**src/board_pkg.sv**
```systemverilog
// ------------------------------
// shared constants, register offsets and watchdog level codes
// import inside each module body; use scoped names in port lists
// ------------------------------
package board_pkg;

    // ------------------------------
    // sizes and fixed words
    // ------------------------------
    localparam int NUM_AXES = 4;                       // amplifier axes on the board
    localparam logic [3:0]  ADDR_MAIN     = 4'h0;      // waddr[15:12] for this block
    localparam logic [31:0] FW_VERSION    = 32'h0000_0008;
    localparam logic [31:0] BOARD_VERSION = 32'h514C_4131;

    // reset values
    localparam logic [15:0] WDOG_PERIOD_RESET = 16'h1680;   // about 30 ms of ticks
    localparam logic [31:0] DEBUG_RESET       = 32'h2000;

    // ------------------------------
    // timing
    // ------------------------------
    localparam int WDOG_TICK_WIDTH = 8;                // tick every 256 sysclk
    localparam logic [15:0] MV_SETTLE_TICKS = 16'd7680; // motor voltage settle time
    localparam logic [15:0] WDOG_LEVEL_1 = 16'h2580;
    localparam logic [15:0] WDOG_LEVEL_2 = 16'h4B00;
    localparam logic [15:0] WDOG_LEVEL_3 = 16'h7080;
    localparam logic [15:0] WDOG_LEVEL_4 = 16'h9600;

    // register offsets, waddr/raddr bits 3..0
    typedef enum logic [3:0] {
        REG_STATUS   = 4'd0,
        REG_PHYCTRL  = 4'd1,
        REG_PHYDATA  = 4'd2,
        REG_TIMEOUT  = 4'd3,
        REG_VERSION  = 4'd4,
        REG_TEMPSNS  = 4'd5,
        REG_DIGIOUT  = 4'd6,
        REG_FVERSION = 4'd7,
        REG_DIGIN    = 4'd10,
        REG_DEBUG    = 4'd15
    } reg_offset_e;

    // watchdog period band, drives the led pattern
    typedef enum logic [2:0] {
        WDOG_DISABLE     = 3'd0,
        WDOG_PHASE_ONE   = 3'd1,
        WDOG_PHASE_TWO   = 3'd2,
        WDOG_PHASE_THREE = 3'd3,
        WDOG_PHASE_FOUR  = 3'd4,
        WDOG_PHASE_FIVE  = 3'd5
    } wdog_level_e;

endpackage

```
**src/axis_ctrl_if.sv**
```systemverilog
// ------------------------------
// per-axis control link, one instance per amplifier axis
// ------------------------------
`timescale 1ns/100ps

interface axis_ctrl_if;

    logic cmd_strobe;   // status register write this cycle
    logic cmd_mask;     // wdata[8+i]
    logic cmd_value;    // wdata[i], 1 = enable
    logic pwr_enable;   // board power level before the write
    logic force_off;    // watchdog timeout or safety disable
    logic amp_off;      // axis disable flag

    // register file side
    modport regs (
        output cmd_strobe,
        output cmd_mask,
        output cmd_value,
        output pwr_enable,
        output force_off,
        input  amp_off
    );

    // per-axis flag logic
    modport axis (
        input  cmd_strobe,
        input  cmd_mask,
        input  cmd_value,
        input  pwr_enable,
        input  force_off,
        output amp_off
    );

    modport drain (input amp_off);  // settle stage only reads the flag

endinterface

```
**src/board_regs.sv**
```systemverilog
// ------------------------------
// host register file: write decode, masked status bits, read mux
// ------------------------------
`timescale 1ns/100ps

module board_regs (
    input  logic                           sysclk,
    input  logic                           reset,
    // host bus
    input  logic [15:0]                    reg_raddr,
    input  logic [15:0]                    reg_waddr,
    input  logic [31:0]                    reg_wdata,
    input  logic                           reg_wen,
    output logic [31:0]                    reg_rdata,
    // board inputs
    input  logic [3:0]                     board_id,     // rotary switch
    input  logic [15:0]                    temp_sense,
    input  logic [31:0]                    dout,
    input  logic [board_pkg::NUM_AXES-1:0] fault,
    input  logic [board_pkg::NUM_AXES-1:0] safety_amp_disable,
    input  logic [board_pkg::NUM_AXES-1:0] neg_limit,
    input  logic [board_pkg::NUM_AXES-1:0] pos_limit,
    input  logic [board_pkg::NUM_AXES-1:0] home,
    input  logic                           mv_good,
    input  logic                           mv_faultn,    // active low
    input  logic                           safety_fb,
    input  logic                           mv_fb,
    // watchdog feedback
    input  logic                           wdog_timeout,
    input  board_pkg::wdog_level_e         wdog_level,
    // control outputs
    output logic                           pwr_enable,
    output logic                           relay_on,
    output logic                           reboot,
    output logic [15:0]                    phy_ctrl,
    output logic [15:0]                    phy_data,
    output logic [31:0]                    reg_debug,
    output logic [15:0]                    wdog_period,
    output logic                           wdog_led,
    output logic                           powerup_cmd,
    axis_ctrl_if.regs                      ax [board_pkg::NUM_AXES]
);
    import board_pkg::*;

    logic                write_main;
    logic                write_status;
    reg_offset_e         waddr_off;
    reg_offset_e         raddr_off;
    logic [NUM_AXES-1:0] amp_off;         // gathered from the axis links
    logic [NUM_AXES-1:0] amp_enable_cmd;
    logic [31:0]         reg_status;
    logic [31:0]         reg_digin;

    assign waddr_off = reg_offset_e'(reg_waddr[3:0]);
    assign raddr_off = reg_offset_e'(reg_raddr[3:0]);

    // main write: our block, low page only
    assign write_main   = reg_wen && (reg_waddr[15:12] == ADDR_MAIN) && (reg_waddr[7:4] == 4'd0);
    assign write_status = write_main && (waddr_off == REG_STATUS);

    // ------------------------------
    // per-axis links
    // ------------------------------
    for (genvar i = 0; i < NUM_AXES; i++) begin : g_axis
        assign ax[i].cmd_strobe = write_status;
        assign ax[i].cmd_mask   = reg_wdata[8+i];
        assign ax[i].cmd_value  = reg_wdata[i];
        assign ax[i].pwr_enable = pwr_enable;                           // level before the write
        assign ax[i].force_off  = wdog_timeout | safety_amp_disable[i];
        assign amp_off[i]       = ax[i].amp_off;
        assign amp_enable_cmd[i] = write_status & reg_wdata[8+i] & reg_wdata[i];
    end

    // host trying to power up board or any axis, clears watchdog
    assign powerup_cmd = (write_status & reg_wdata[19] & reg_wdata[18]) | (|amp_enable_cmd);

    // status word, see register map
    assign reg_status = {
        4'(NUM_AXES), board_id,
        wdog_timeout, mv_good, pwr_enable, relay_on,
        ~mv_faultn, safety_fb, 2'b00,
        fault,
        safety_amp_disable, 4'b0000,
        ~amp_off                      // 1 = axis enabled
    };

    assign reg_digin = {15'd0, mv_fb, dout[3:0], neg_limit, pos_limit, home};

    // ------------------------------
    // control registers
    // ------------------------------
    always_ff @(posedge sysclk) begin
        if (reset) begin
            pwr_enable  <= 1'b0;
            relay_on    <= 1'b0;
            reboot      <= 1'b0;
            wdog_led    <= 1'b0;
            wdog_period <= WDOG_PERIOD_RESET;
            reg_debug   <= DEBUG_RESET;
        end else begin
            reboot <= write_status & reg_wdata[21] & reg_wdata[20];   // one-cycle pulse
            if (write_status) begin
                if (reg_wdata[19])
                    pwr_enable <= reg_wdata[18];
                if (reg_wdata[17])
                    relay_on <= reg_wdata[16];
            end
            if (write_main && waddr_off == REG_TIMEOUT) begin
                wdog_led    <= reg_wdata[31];
                wdog_period <= reg_wdata[15:0];   // 0 turns the watchdog off
            end
            if (write_main && waddr_off == REG_DEBUG)
                reg_debug <= reg_wdata;
        end
    end

    // phy words and registered read data
    always_ff @(posedge sysclk) begin
        if (write_main) begin
            if (waddr_off == REG_PHYCTRL)
                phy_ctrl <= reg_wdata[15:0];
            if (waddr_off == REG_PHYDATA)
                phy_data <= reg_wdata[15:0];
        end else begin
            case (raddr_off)
                REG_STATUS:   reg_rdata <= reg_status;
                REG_PHYCTRL:  reg_rdata <= {16'd0, phy_ctrl};
                REG_PHYDATA:  reg_rdata <= {16'd0, phy_data};
                // level in 18..16
                REG_TIMEOUT:  reg_rdata <= {wdog_led, 12'd0, wdog_level, wdog_period};
                REG_VERSION:  reg_rdata <= BOARD_VERSION;
                REG_TEMPSNS:  reg_rdata <= {16'd0, temp_sense};
                REG_DIGIOUT:  reg_rdata <= dout;
                REG_FVERSION: reg_rdata <= FW_VERSION;
                REG_DIGIN:    reg_rdata <= reg_digin;
                REG_DEBUG:    reg_rdata <= reg_debug;
                default:      reg_rdata <= 32'd0;       // unmapped offsets
            endcase
        end
    end

endmodule

```
**src/wdog_timer.sv**
```systemverilog
// ------------------------------
// host watchdog with tick divider and led period band decode
// ------------------------------
`timescale 1ns/100ps

module wdog_timer (
    input  logic                   sysclk,
    input  logic                   reset,
    input  logic                   reg_wen,       // any host write kicks the dog
    input  logic                   powerup_cmd,
    input  logic [15:0]            wdog_period,
    output logic                   tick,
    output logic                   wdog_timeout,
    output board_pkg::wdog_level_e wdog_level
);
    import board_pkg::*;

    logic [WDOG_TICK_WIDTH-1:0] div_cnt;
    logic [15:0]                wdog_count;   // ticks since last write

    // free-running divider, tick on wrap
    always_ff @(posedge sysclk) begin
        if (reset)
            div_cnt <= '0;
        else
            div_cnt <= div_cnt + 1'b1;
    end

    assign tick = &div_cnt;

    // ------------------------------
    // counter and sticky timeout
    // ------------------------------
    always_ff @(posedge sysclk) begin
        if (reset) begin
            wdog_count   <= 16'd0;
            wdog_timeout <= 1'b0;
        end else if (powerup_cmd) begin
            wdog_count   <= 16'd0;     // host is re-enabling, start clean
            wdog_timeout <= 1'b0;
        end else if (reg_wen) begin
            wdog_count <= 16'd0;
        end else if (tick && wdog_period != 16'd0) begin
            if (wdog_count < wdog_period)
                wdog_count <= wdog_count + 1'b1;
            else
                wdog_timeout <= 1'b1;  // holds until power-up
        end
    end

    // period band for led feedback
    always_comb begin
        if (wdog_period == 16'd0)
            wdog_level = WDOG_DISABLE;
        else if (wdog_period <= WDOG_LEVEL_1)
            wdog_level = WDOG_PHASE_ONE;
        else if (wdog_period <= WDOG_LEVEL_2)
            wdog_level = WDOG_PHASE_TWO;
        else if (wdog_period <= WDOG_LEVEL_3)
            wdog_level = WDOG_PHASE_THREE;
        else if (wdog_period <= WDOG_LEVEL_4)
            wdog_level = WDOG_PHASE_FOUR;
        else
            wdog_level = WDOG_PHASE_FIVE;
    end

endmodule

```
**src/axis_enable.sv**
```systemverilog
// ------------------------------
// amplifier disable flag for one axis
// masked host enable, forced off by watchdog or safety
// ------------------------------
`timescale 1ns/100ps

module axis_enable (
    input  logic      sysclk,
    input  logic      reset,
    axis_ctrl_if.axis ctl
);

    logic amp_off;   // 1 = amplifier disabled

    always_ff @(posedge sysclk) begin
        if (reset) begin
            amp_off <= 1'b1;                         // all axes start disabled
        end else if (ctl.cmd_strobe) begin
            if (!ctl.pwr_enable)
                amp_off <= 1'b1;                     // no board power, stay off
            else if (ctl.cmd_mask)
                amp_off <= ~ctl.cmd_value;
        end else begin
            amp_off <= amp_off | ctl.force_off;      // sticky until host re-enables
        end
    end

    assign ctl.amp_off = amp_off;

endmodule

```
**src/power_settle.sv**
```systemverilog
// ------------------------------
// holds amplifiers off while motor voltage settles,
// then merges with the per-axis flags onto amp_disable
// ------------------------------
`timescale 1ns/100ps

module power_settle (
    input  logic                           sysclk,
    input  logic                           reset,
    input  logic                           tick,
    input  logic                           mv_good,
    output logic [board_pkg::NUM_AXES-1:0] amp_disable,
    axis_ctrl_if.drain                     ax [board_pkg::NUM_AXES]
);
    import board_pkg::*;

    logic [15:0] settle_cnt;
    logic        settle_hold;   // 1 until mv_good held long enough

    always_ff @(posedge sysclk) begin
        if (reset) begin
            settle_cnt  <= 16'd0;
            settle_hold <= 1'b1;
        end else if (!mv_good) begin
            settle_cnt  <= 16'd0;          // voltage lost, start over
            settle_hold <= 1'b1;
        end else if (tick) begin
            if (settle_cnt < MV_SETTLE_TICKS)
                settle_cnt <= settle_cnt + 1'b1;
            else
                settle_hold <= 1'b0;
        end
    end

    for (genvar i = 0; i < NUM_AXES; i++) begin : g_drain
        assign amp_disable[i] = ax[i].amp_off | settle_hold;
    end

endmodule

```
**src/board_ctrl_top.sv**
```systemverilog
// ------------------------------
// board register block top: host bus, watchdog, axis enables
// ------------------------------
`timescale 1ns/100ps

module board_ctrl_top (
    input  logic                           sysclk,
    input  logic                           reset,
    // host bus
    input  logic [15:0]                    reg_raddr,
    input  logic [15:0]                    reg_waddr,
    input  logic [31:0]                    reg_wdata,
    input  logic                           reg_wen,
    output logic [31:0]                    reg_rdata,
    // board inputs
    input  logic [3:0]                     board_id,
    input  logic [15:0]                    temp_sense,
    input  logic [31:0]                    dout,
    input  logic [board_pkg::NUM_AXES-1:0] fault,
    input  logic [board_pkg::NUM_AXES-1:0] safety_amp_disable,
    input  logic [board_pkg::NUM_AXES-1:0] neg_limit,
    input  logic [board_pkg::NUM_AXES-1:0] pos_limit,
    input  logic [board_pkg::NUM_AXES-1:0] home,
    input  logic                           mv_good,
    input  logic                           mv_faultn,
    input  logic                           safety_fb,
    input  logic                           mv_fb,
    // board controls
    output logic                           pwr_enable,
    output logic                           relay_on,
    output logic                           reboot,
    output logic [15:0]                    phy_ctrl,
    output logic [15:0]                    phy_data,
    output logic [31:0]                    reg_debug,
    output logic [15:0]                    wdog_period,
    output logic                           wdog_led,
    output logic                           wdog_timeout,
    output board_pkg::wdog_level_e         wdog_level,
    output logic [board_pkg::NUM_AXES-1:0] amp_disable   // to amplifier pins
);
    import board_pkg::*;

    logic powerup_cmd;
    logic tick;

    axis_ctrl_if ax_if [NUM_AXES] ();   // one link per axis

    board_regs u_board_regs (
        .sysclk, .reset,
        .reg_raddr, .reg_waddr, .reg_wdata, .reg_wen, .reg_rdata,
        .board_id, .temp_sense, .dout, .fault, .safety_amp_disable,
        .neg_limit, .pos_limit, .home,
        .mv_good, .mv_faultn, .safety_fb, .mv_fb,
        .wdog_timeout, .wdog_level,
        .pwr_enable, .relay_on, .reboot, .phy_ctrl, .phy_data, .reg_debug,
        .wdog_period, .wdog_led, .powerup_cmd,
        .ax (ax_if)
    );

    wdog_timer u_wdog_timer (
        .sysclk, .reset,
        .reg_wen, .powerup_cmd, .wdog_period,
        .tick, .wdog_timeout, .wdog_level
    );

    // ------------------------------
    // per-axis disable flags
    // ------------------------------
    for (genvar i = 0; i < NUM_AXES; i++) begin : g_axis
        axis_enable u_axis_enable (
            .sysclk, .reset,
            .ctl (ax_if[i])
        );
    end

    power_settle u_power_settle (
        .sysclk, .reset,
        .tick, .mv_good,
        .amp_disable,
        .ax (ax_if)
    );

endmodule

```
**config.mk**
```make
export PLATFORM = sky130hd
export DESIGN_NAME = board_ctrl_top
export DESIGN_NICKNAME = d
export VERILOG_FILES = /design/src/board_pkg.sv /design/src/axis_ctrl_if.sv /design/src/board_regs.sv /design/src/wdog_timer.sv /design/src/axis_enable.sv /design/src/power_settle.sv /design/src/board_ctrl_top.sv
export SDC_FILE = /design/constraint.sdc
export NUM_CORES = 1
export LEC_CHECK = 0
export BUFFER_PORTS_ARGS = -buffer_cell sky130_fd_sc_hd__buf_2
export CORE_ASPECT_RATIO = 0.9
export CORE_MARGIN = 4
export CORE_UTILIZATION = 54
export DETAILED_ROUTE_END_ITERATION = 8
export PLACE_DENSITY = 0.86
export REMOVE_ABC_BUFFERS = 1
export SKIP_LAST_GASP = 1
export SYNTH_ARGS = -nofsm -noshare
export SYNTH_HDL_FRONTEND = slang
export SYNTH_SLANG_ARGS = --single-unit
export TNS_END_PERCENT = 20
```
**constraint.sdc**
```tcl
create_clock -name sysclk -period 8.4 [get_ports sysclk]
set_clock_uncertainty 0.1 [all_clocks]
set_input_delay 0.84 -clock sysclk [delete_from_list [all_inputs] [get_ports sysclk]]
set_output_delay 0.84 -clock sysclk [all_outputs]
set_load 0.005 [all_outputs]
```
# Yosys cells after proc, flatten, opt, wreduce, memory -nomap -nowiden
# Cells that the tools add are included.
[totals]
ff_bits = 162
inputBits = 143
output_inout_bits = 124
wordCells = 122
[op_classes]
add_sub_neg = 3
magnitude_cmp = 6
eq_ne = 17
mux = 18
bitwise = 35
n_reduce_logical = 25
[op_table]
columns = ["op", "count"]
rows = [
  ["32-bit case mux with 10 select lines", 1],
  ["16-bit by 1-bit adder with 16-bit output, second input constant", 2],
  ["16-bit by 15-bit <= comparator with 1-bit output, second input constant", 2],
  ["9-bit AND reduction", 2],
  ["4-bit by 2-bit == test with 1-bit output, second input constant", 4],
  ["4-bit by 3-bit == test with 1-bit output, second input constant", 4],
  ["16-bit by 14-bit <= comparator with 1-bit output, second input constant", 1],
  ["16-bit <= comparator, second input constant", 1],
  ["16-bit logical NOT", 1],
  ["4-bit logical NOT", 4],
  ["16-bit by 13-bit less-than comparator with 1-bit output, second input constant", 1],
  ["16-bit less-than comparator", 1],
  ["16-bit nonzero test", 1],
  ["1-bit two-way mux", 13],
  ["1-bit OR", 13],
  ["1-bit bitwise AND", 12],
  ["4-bit == test, second input constant", 3],
  ["3-bit two-way mux", 4],
  ["3-bit != test, second input constant", 4],
  ["2-bit AND reduction", 5],
  ["1-bit NOT", 9],
  ["8-bit by 1-bit adder with 8-bit output, second input constant", 1],
  ["4-bit by 1-bit == test with 1-bit output, second input constant", 2],
  ["8-bit AND reduction", 1],
  ["6 further kinds", 12],
]

# Logic depth before layout (Yosys ltp)
[logic_depth]
ltp_word = 9
mapped_depth = 11
depth_no_buf = 8

# By module
# From an unflattened synthesis, not the netlist that was laid out.
[unflattened]
hier_cells = 848
area_unflattened_um2 = 8254.2
[modules_own_cells]
columns = ["mod", "n_inst", "cells_per_inst", "area_each_um2", "seq_area_each_um2"]
rows = [
  ["board_regs", 1, 539, 5502.8, 2962.8],
  ["wdog_timer", 1, 204, 1769.2, 500.5],
  ["power_settle", 1, 85, 772.0, 340.3],
  ["axis_enable", 4, 5, 52.6, 20.0],
]

# Worst setup path before layout
# OpenSTA, ideal clock, no wires.
[synth_path]
path_type = "input to register"
from = "input reg_waddr[5]"
to = "register u_board_regs.phy_data[0] (enable)"
arrival_ps = 3206
required_ps = 7891
slack_ps = 4685
stages = 5
n_path_buf = 1
cell_sequence = "nor4_1 -> and3_1 -> clkbuf_1 -> inv_1 -> nor3_1"
[synth_between]
elab_chain_len = 3
[synth_rtl]
columns = ["element", "line_no", "source"]
rows = [
  ["start, declared", "board_ctrl_top.sv:11", "input logic [15:0] reg_waddr,"],
  ["4-bit logical NOT", "board_regs.sv:58", "assign write_main = reg_wen && (reg_waddr[15:12] == ADDR_MAIN) && (reg_waddr[7:4] == 4'd0);"],
  ["1-bit logical AND", "board_regs.sv:58", ""],
  ["2-bit AND reduction (no line)", "--", ""],
  ["end signal, assigned", "board_regs.sv:123", "phy_data <= reg_wdata[15:0];"],
  ["end, declared", "board_regs.sv:36", "output logic [15:0] phy_data,"],
]
# Every way passes these cells.
# A chain may end at the register's enable or synchronous reset.

# Final worst setup path
[layout_path]
from = "register u_board_regs.wdog_period[3]"
to = "output wdog_level[0]"
[layout_between]
elab_chain_len = 6
elab_cells_between_ends = 10
classes_between = "order compare (4); mux (5); reduce/logical (1)"
[layout_rtl]
columns = ["element", "line_no", "source"]
rows = [
  ["start, declared", "board_regs.sv:38", "output logic [15:0] wdog_period,"],
  ["start signal, assigned", "board_regs.sv:110", "wdog_period <= reg_wdata[15:0];"],
  ["16-bit <= comparator", "wdog_timer.sv:61", "else if (wdog_period <= WDOG_LEVEL_4)"],
  ["1-bit two-way mux", "wdog_timer.sv:61", ""],
  ["3-bit two-way mux", "wdog_timer.sv:59", "else if (wdog_period <= WDOG_LEVEL_3)"],
  ["3-bit two-way mux", "wdog_timer.sv:57", "else if (wdog_period <= WDOG_LEVEL_2)"],
  ["3-bit two-way mux", "wdog_timer.sv:55", "else if (wdog_period <= WDOG_LEVEL_1)"],
  ["3-bit two-way mux (*)", "wdog_timer.sv:53", "if (wdog_period == 16'd0)"],
  ["end, declared", "board_ctrl_top.sv:38", "output board_pkg::wdog_level_e wdog_level,"],
]
# Every way passes the cells marked *; elsewhere a longest branch is shown, timed or not.

==> flow_summary.toml <==
[outcome]
status = "complete, no violations"

[clocking]
holdBufCountCts = 0
clkSinkCount = 162
cts_tree = "done"
cts_buffers = 17
ctsResizeCount = 0
cts_setup_buffers = 0
path_clk_slew_ns = 0.06
clockBufferDepth = 2
htree_levels = 4
clkLatencyLatePin_ns = 0.43
cts_root_buf = "clkbuf_16"

[synthesis]
synth_top_area_share_pct = 26.2
yosysWarnings = 0
syn_area_per_cell_um2 = 9.44
synth_seq_cells = 162
synth_edf_count = 64
yosysTopAreaCell = "dfxtp_1"
netlist_instances = 792
ys.flop_type = "dfxtp_1"
yosys-top-cells-area = "dfxtp_1 (26%), edfxtp_1 (26%), nand2_1 (7.4%)"
synth_cell_type_count = 57
syn_area_um2 = 7480
async_flop_share_pct = 0
synth_seq_area_share_pct = 51.9

[drt]
wl_met1_mm = 9.60
vias_per_cell = 6.23
final_antenna_net_count = 0
dr.first_iter.drc_count = 879
routed.top_layer = "met5"
dr_wl_met3_mm = 2.90
wl_mm = 25.6
wl_per_cell_um = 21.0
num_vias = 7570
drc = 0
first_pass_iters = 6
met2_length_mm = 12.2

[critical_path]
end_kind = "primary output"
rrSetupSlack_ns = 5.52
critPathMaxFanout = 5
critPathKind = "reg -> out"
crit_path_start_kind = "flip-flop"
worstPathRequired_ns = 7.46
crit_arrival_ns = 2.69

[die]
row_count = 40
start_util_pct = 55.6
core_um2 = 13500
die_h_um = 120
io_pins = 267
die_w_um = 132
die_area_um2 = 15800

[timing]
fin_hold_ws_ns = 0.343
finalCritPeriodShare_pct = 43.3
hold_viol_final = 0
rsz0062_at_grt = "no"
setup_tns_ns = 0
slew_headroom_pct = 24.2
timing.fmax_mhz = 275
drv_slew = 0
period_needed_ns = 3.63
worst-slew-pin-transition_ns = 1.13
setup_viol = 0

[job]
cap_violations = 0

[place]
place_congestion = 0.911
portBuffers = 250
dp_hpwl_mm = 17.9

[global_routing]
grt-ovfl-total = 0
grtUsageTotal_pct = 31.2
grt_pass1_vias = 7107
grt_max_degree = 67
grt_pass1_wl_mm = 38.4
antenna_found_initial = 6

[cells_and_area]
drive_above_1_share_pct = 30.3
finalNetCount = 1192
fin_util_pct = 70.6
syn2layout_area_growth_pct = 27.1

[pwr]
p_leak_nw = 3.94
power_density_nw_per_um2 = 180
peakVddDrop_v = 0.000143

[min_path]
min_path_type = "reg -> reg"
## worst paths after layout
| path | to | startpoint | depth (start not counted) |
|---|---|---|---|
| setup / recovery | wdog_level[0] | u_board_regs.wdog_period[3]$_SDFFE_PP0P_ | 6 |
| hold / removal | u_power_settle.settle_cnt[13]$_SDFFE_PP0P_ | u_power_settle.settle_cnt[13]$_SDFFE_PP0P_ | 2 |
| hold reg to reg | u_power_settle.settle_cnt[13]$_SDFFE_PP0P_ | u_power_settle.settle_cnt[13]$_SDFFE_PP0P_ | 2 |
| setup reg to reg | u_wdog_timer.wdog_count[15]$_SDFFE_PP0P_ | u_board_regs.wdog_period[15]$_SDFFE_PP0P_ | 8 |
## cell usage after synthesis, types with 9 or more instances
| cell type | n |
|---|---|
| clkbuf_1 | 35 |
| or3_1 | 10 |
| nand4_1 | 19 |
| xor2_1 | 11 |
| dfxtp_1 | 98 |
| a222oi_1 | 25 |
| nand2_1 | 147 |
| nor4_1 | 11 |
| nor2_1 | 36 |
| nand3_1 | 29 |
| nand2b_1 | 9 |
| a21oi_1 | 70 |
| o21ai_0 | 20 |
| edfxtp_1 | 64 |
| inv_1 | 34 |
| ha_1 | 18 |
| a22o_1 | 9 |
| a22oi_1 | 26 |
| nor3_1 | 12 |
| or2_2 | 9 |
## power breakdown
part	total (mW)	internal, mW	leakage, nW	switching (mW)
logic	0.103	0.0439	2.19	0.0595
clock network	0.782	0.473	0.287	0.309
registers	0.830	0.827	1.46	0.00350
## area by class of cell
class | instances | area, um2
Fill cell | 1018 | 3960
Inverter | 34 | 128
Sequential cell | 162 | 3880
Timing Repair Buffer | 263 | 1350
Clock buffer | 25 | 497
Tap cell | 168 | 210
Multi-Input combinational cell | 553 | 3330
Antenna cell | 4 | 10.0
Clock inverter | 7 | 98.8
## cells in the final DEF (no fill, tap or decap), drive strengths merged, types with 7 or more instances in the layout
cell type / count
nand3: 29
or4: 7
inv: 35
dfxtp: 98
nor3: 14
nand2b: 9
nor2: 37
and4: 7
edfxtp: 64
nand4: 20
nor4: 12
a222oi: 25
clkbuf: 25
or3: 10
a22o: 9
a22oi: 26
o21ai: 20
or2: 9
xor2: 11
ha: 18
buf: 263
nor2b: 7
nand2: 147
a21oi: 70
## flip-flops by register name (all words and copies together) (netlist names)
signal                            count
u_board_regs.reboot                   1
u_board_regs.wdog_period             16
u_wdog_timer.wdog_count              16
u_board_regs.wdog_led                 1
u_board_regs.reg_rdata               32
u_power_settle.settle_cnt            16
u_board_regs.reg_debug               32
u_wdog_timer.div_cnt                  8
u_board_regs.relay_on                 1
u_board_regs.phy_ctrl                16
g_axis.u_axis_enable.ctl.amp_off      4
u_power_settle.settle_hold            1
u_board_regs.ax.pwr_enable            1
u_board_regs.phy_data                16
u_wdog_timer.wdog_timeout             1
## per-stage QoR
step / total power, mW / area, um2 / setup WS (ns) / cells
global route: 1.76 / 9500 / 4.68 / 1215
finish: 1.72 / 9510 / 4.77 / 1216
CTS: 1.72 / 9500 / 4.82 / 1212
detailed placement: 0.948 / 8900 / 4.91 / 1180
floorplan: 0.878 / 7300 / 4.78 / 749
global placement: 0.946 / 8900 / 4.91 / 1180
## cell families after synthesis
logic type / share of synthesized area [%]
and+or+nand+nor: 21.6
DFF: 51.9
xor gates and xnor gates: 1.99
AOI/OAI and AO/OA: 17.4
buffers and inverters: 4.06
adders and majority gates: 3.01
## metal layers
| layer | GRT usage, % | vias up |
|---|---|---|
| li1 | - | 3406 |
| met3 | 9.18 | 83 |
| met1 | 38.7 | 3585 |
| met2 | 50.7 | 490 |
| met5 | 0 | - |
| met4 | 13.8 | 6 |
## critical path: stages, from the launching register on
cell and delay [ns]:
dfxtp_1 0.40, nor4_2 0.47, nand2_1 0.21, a31o_2 0.36
o311ai_0 0.45, and2_1 0.24, buf_2 0.13
No activity file was read; power rests on OpenSTA's default activity.
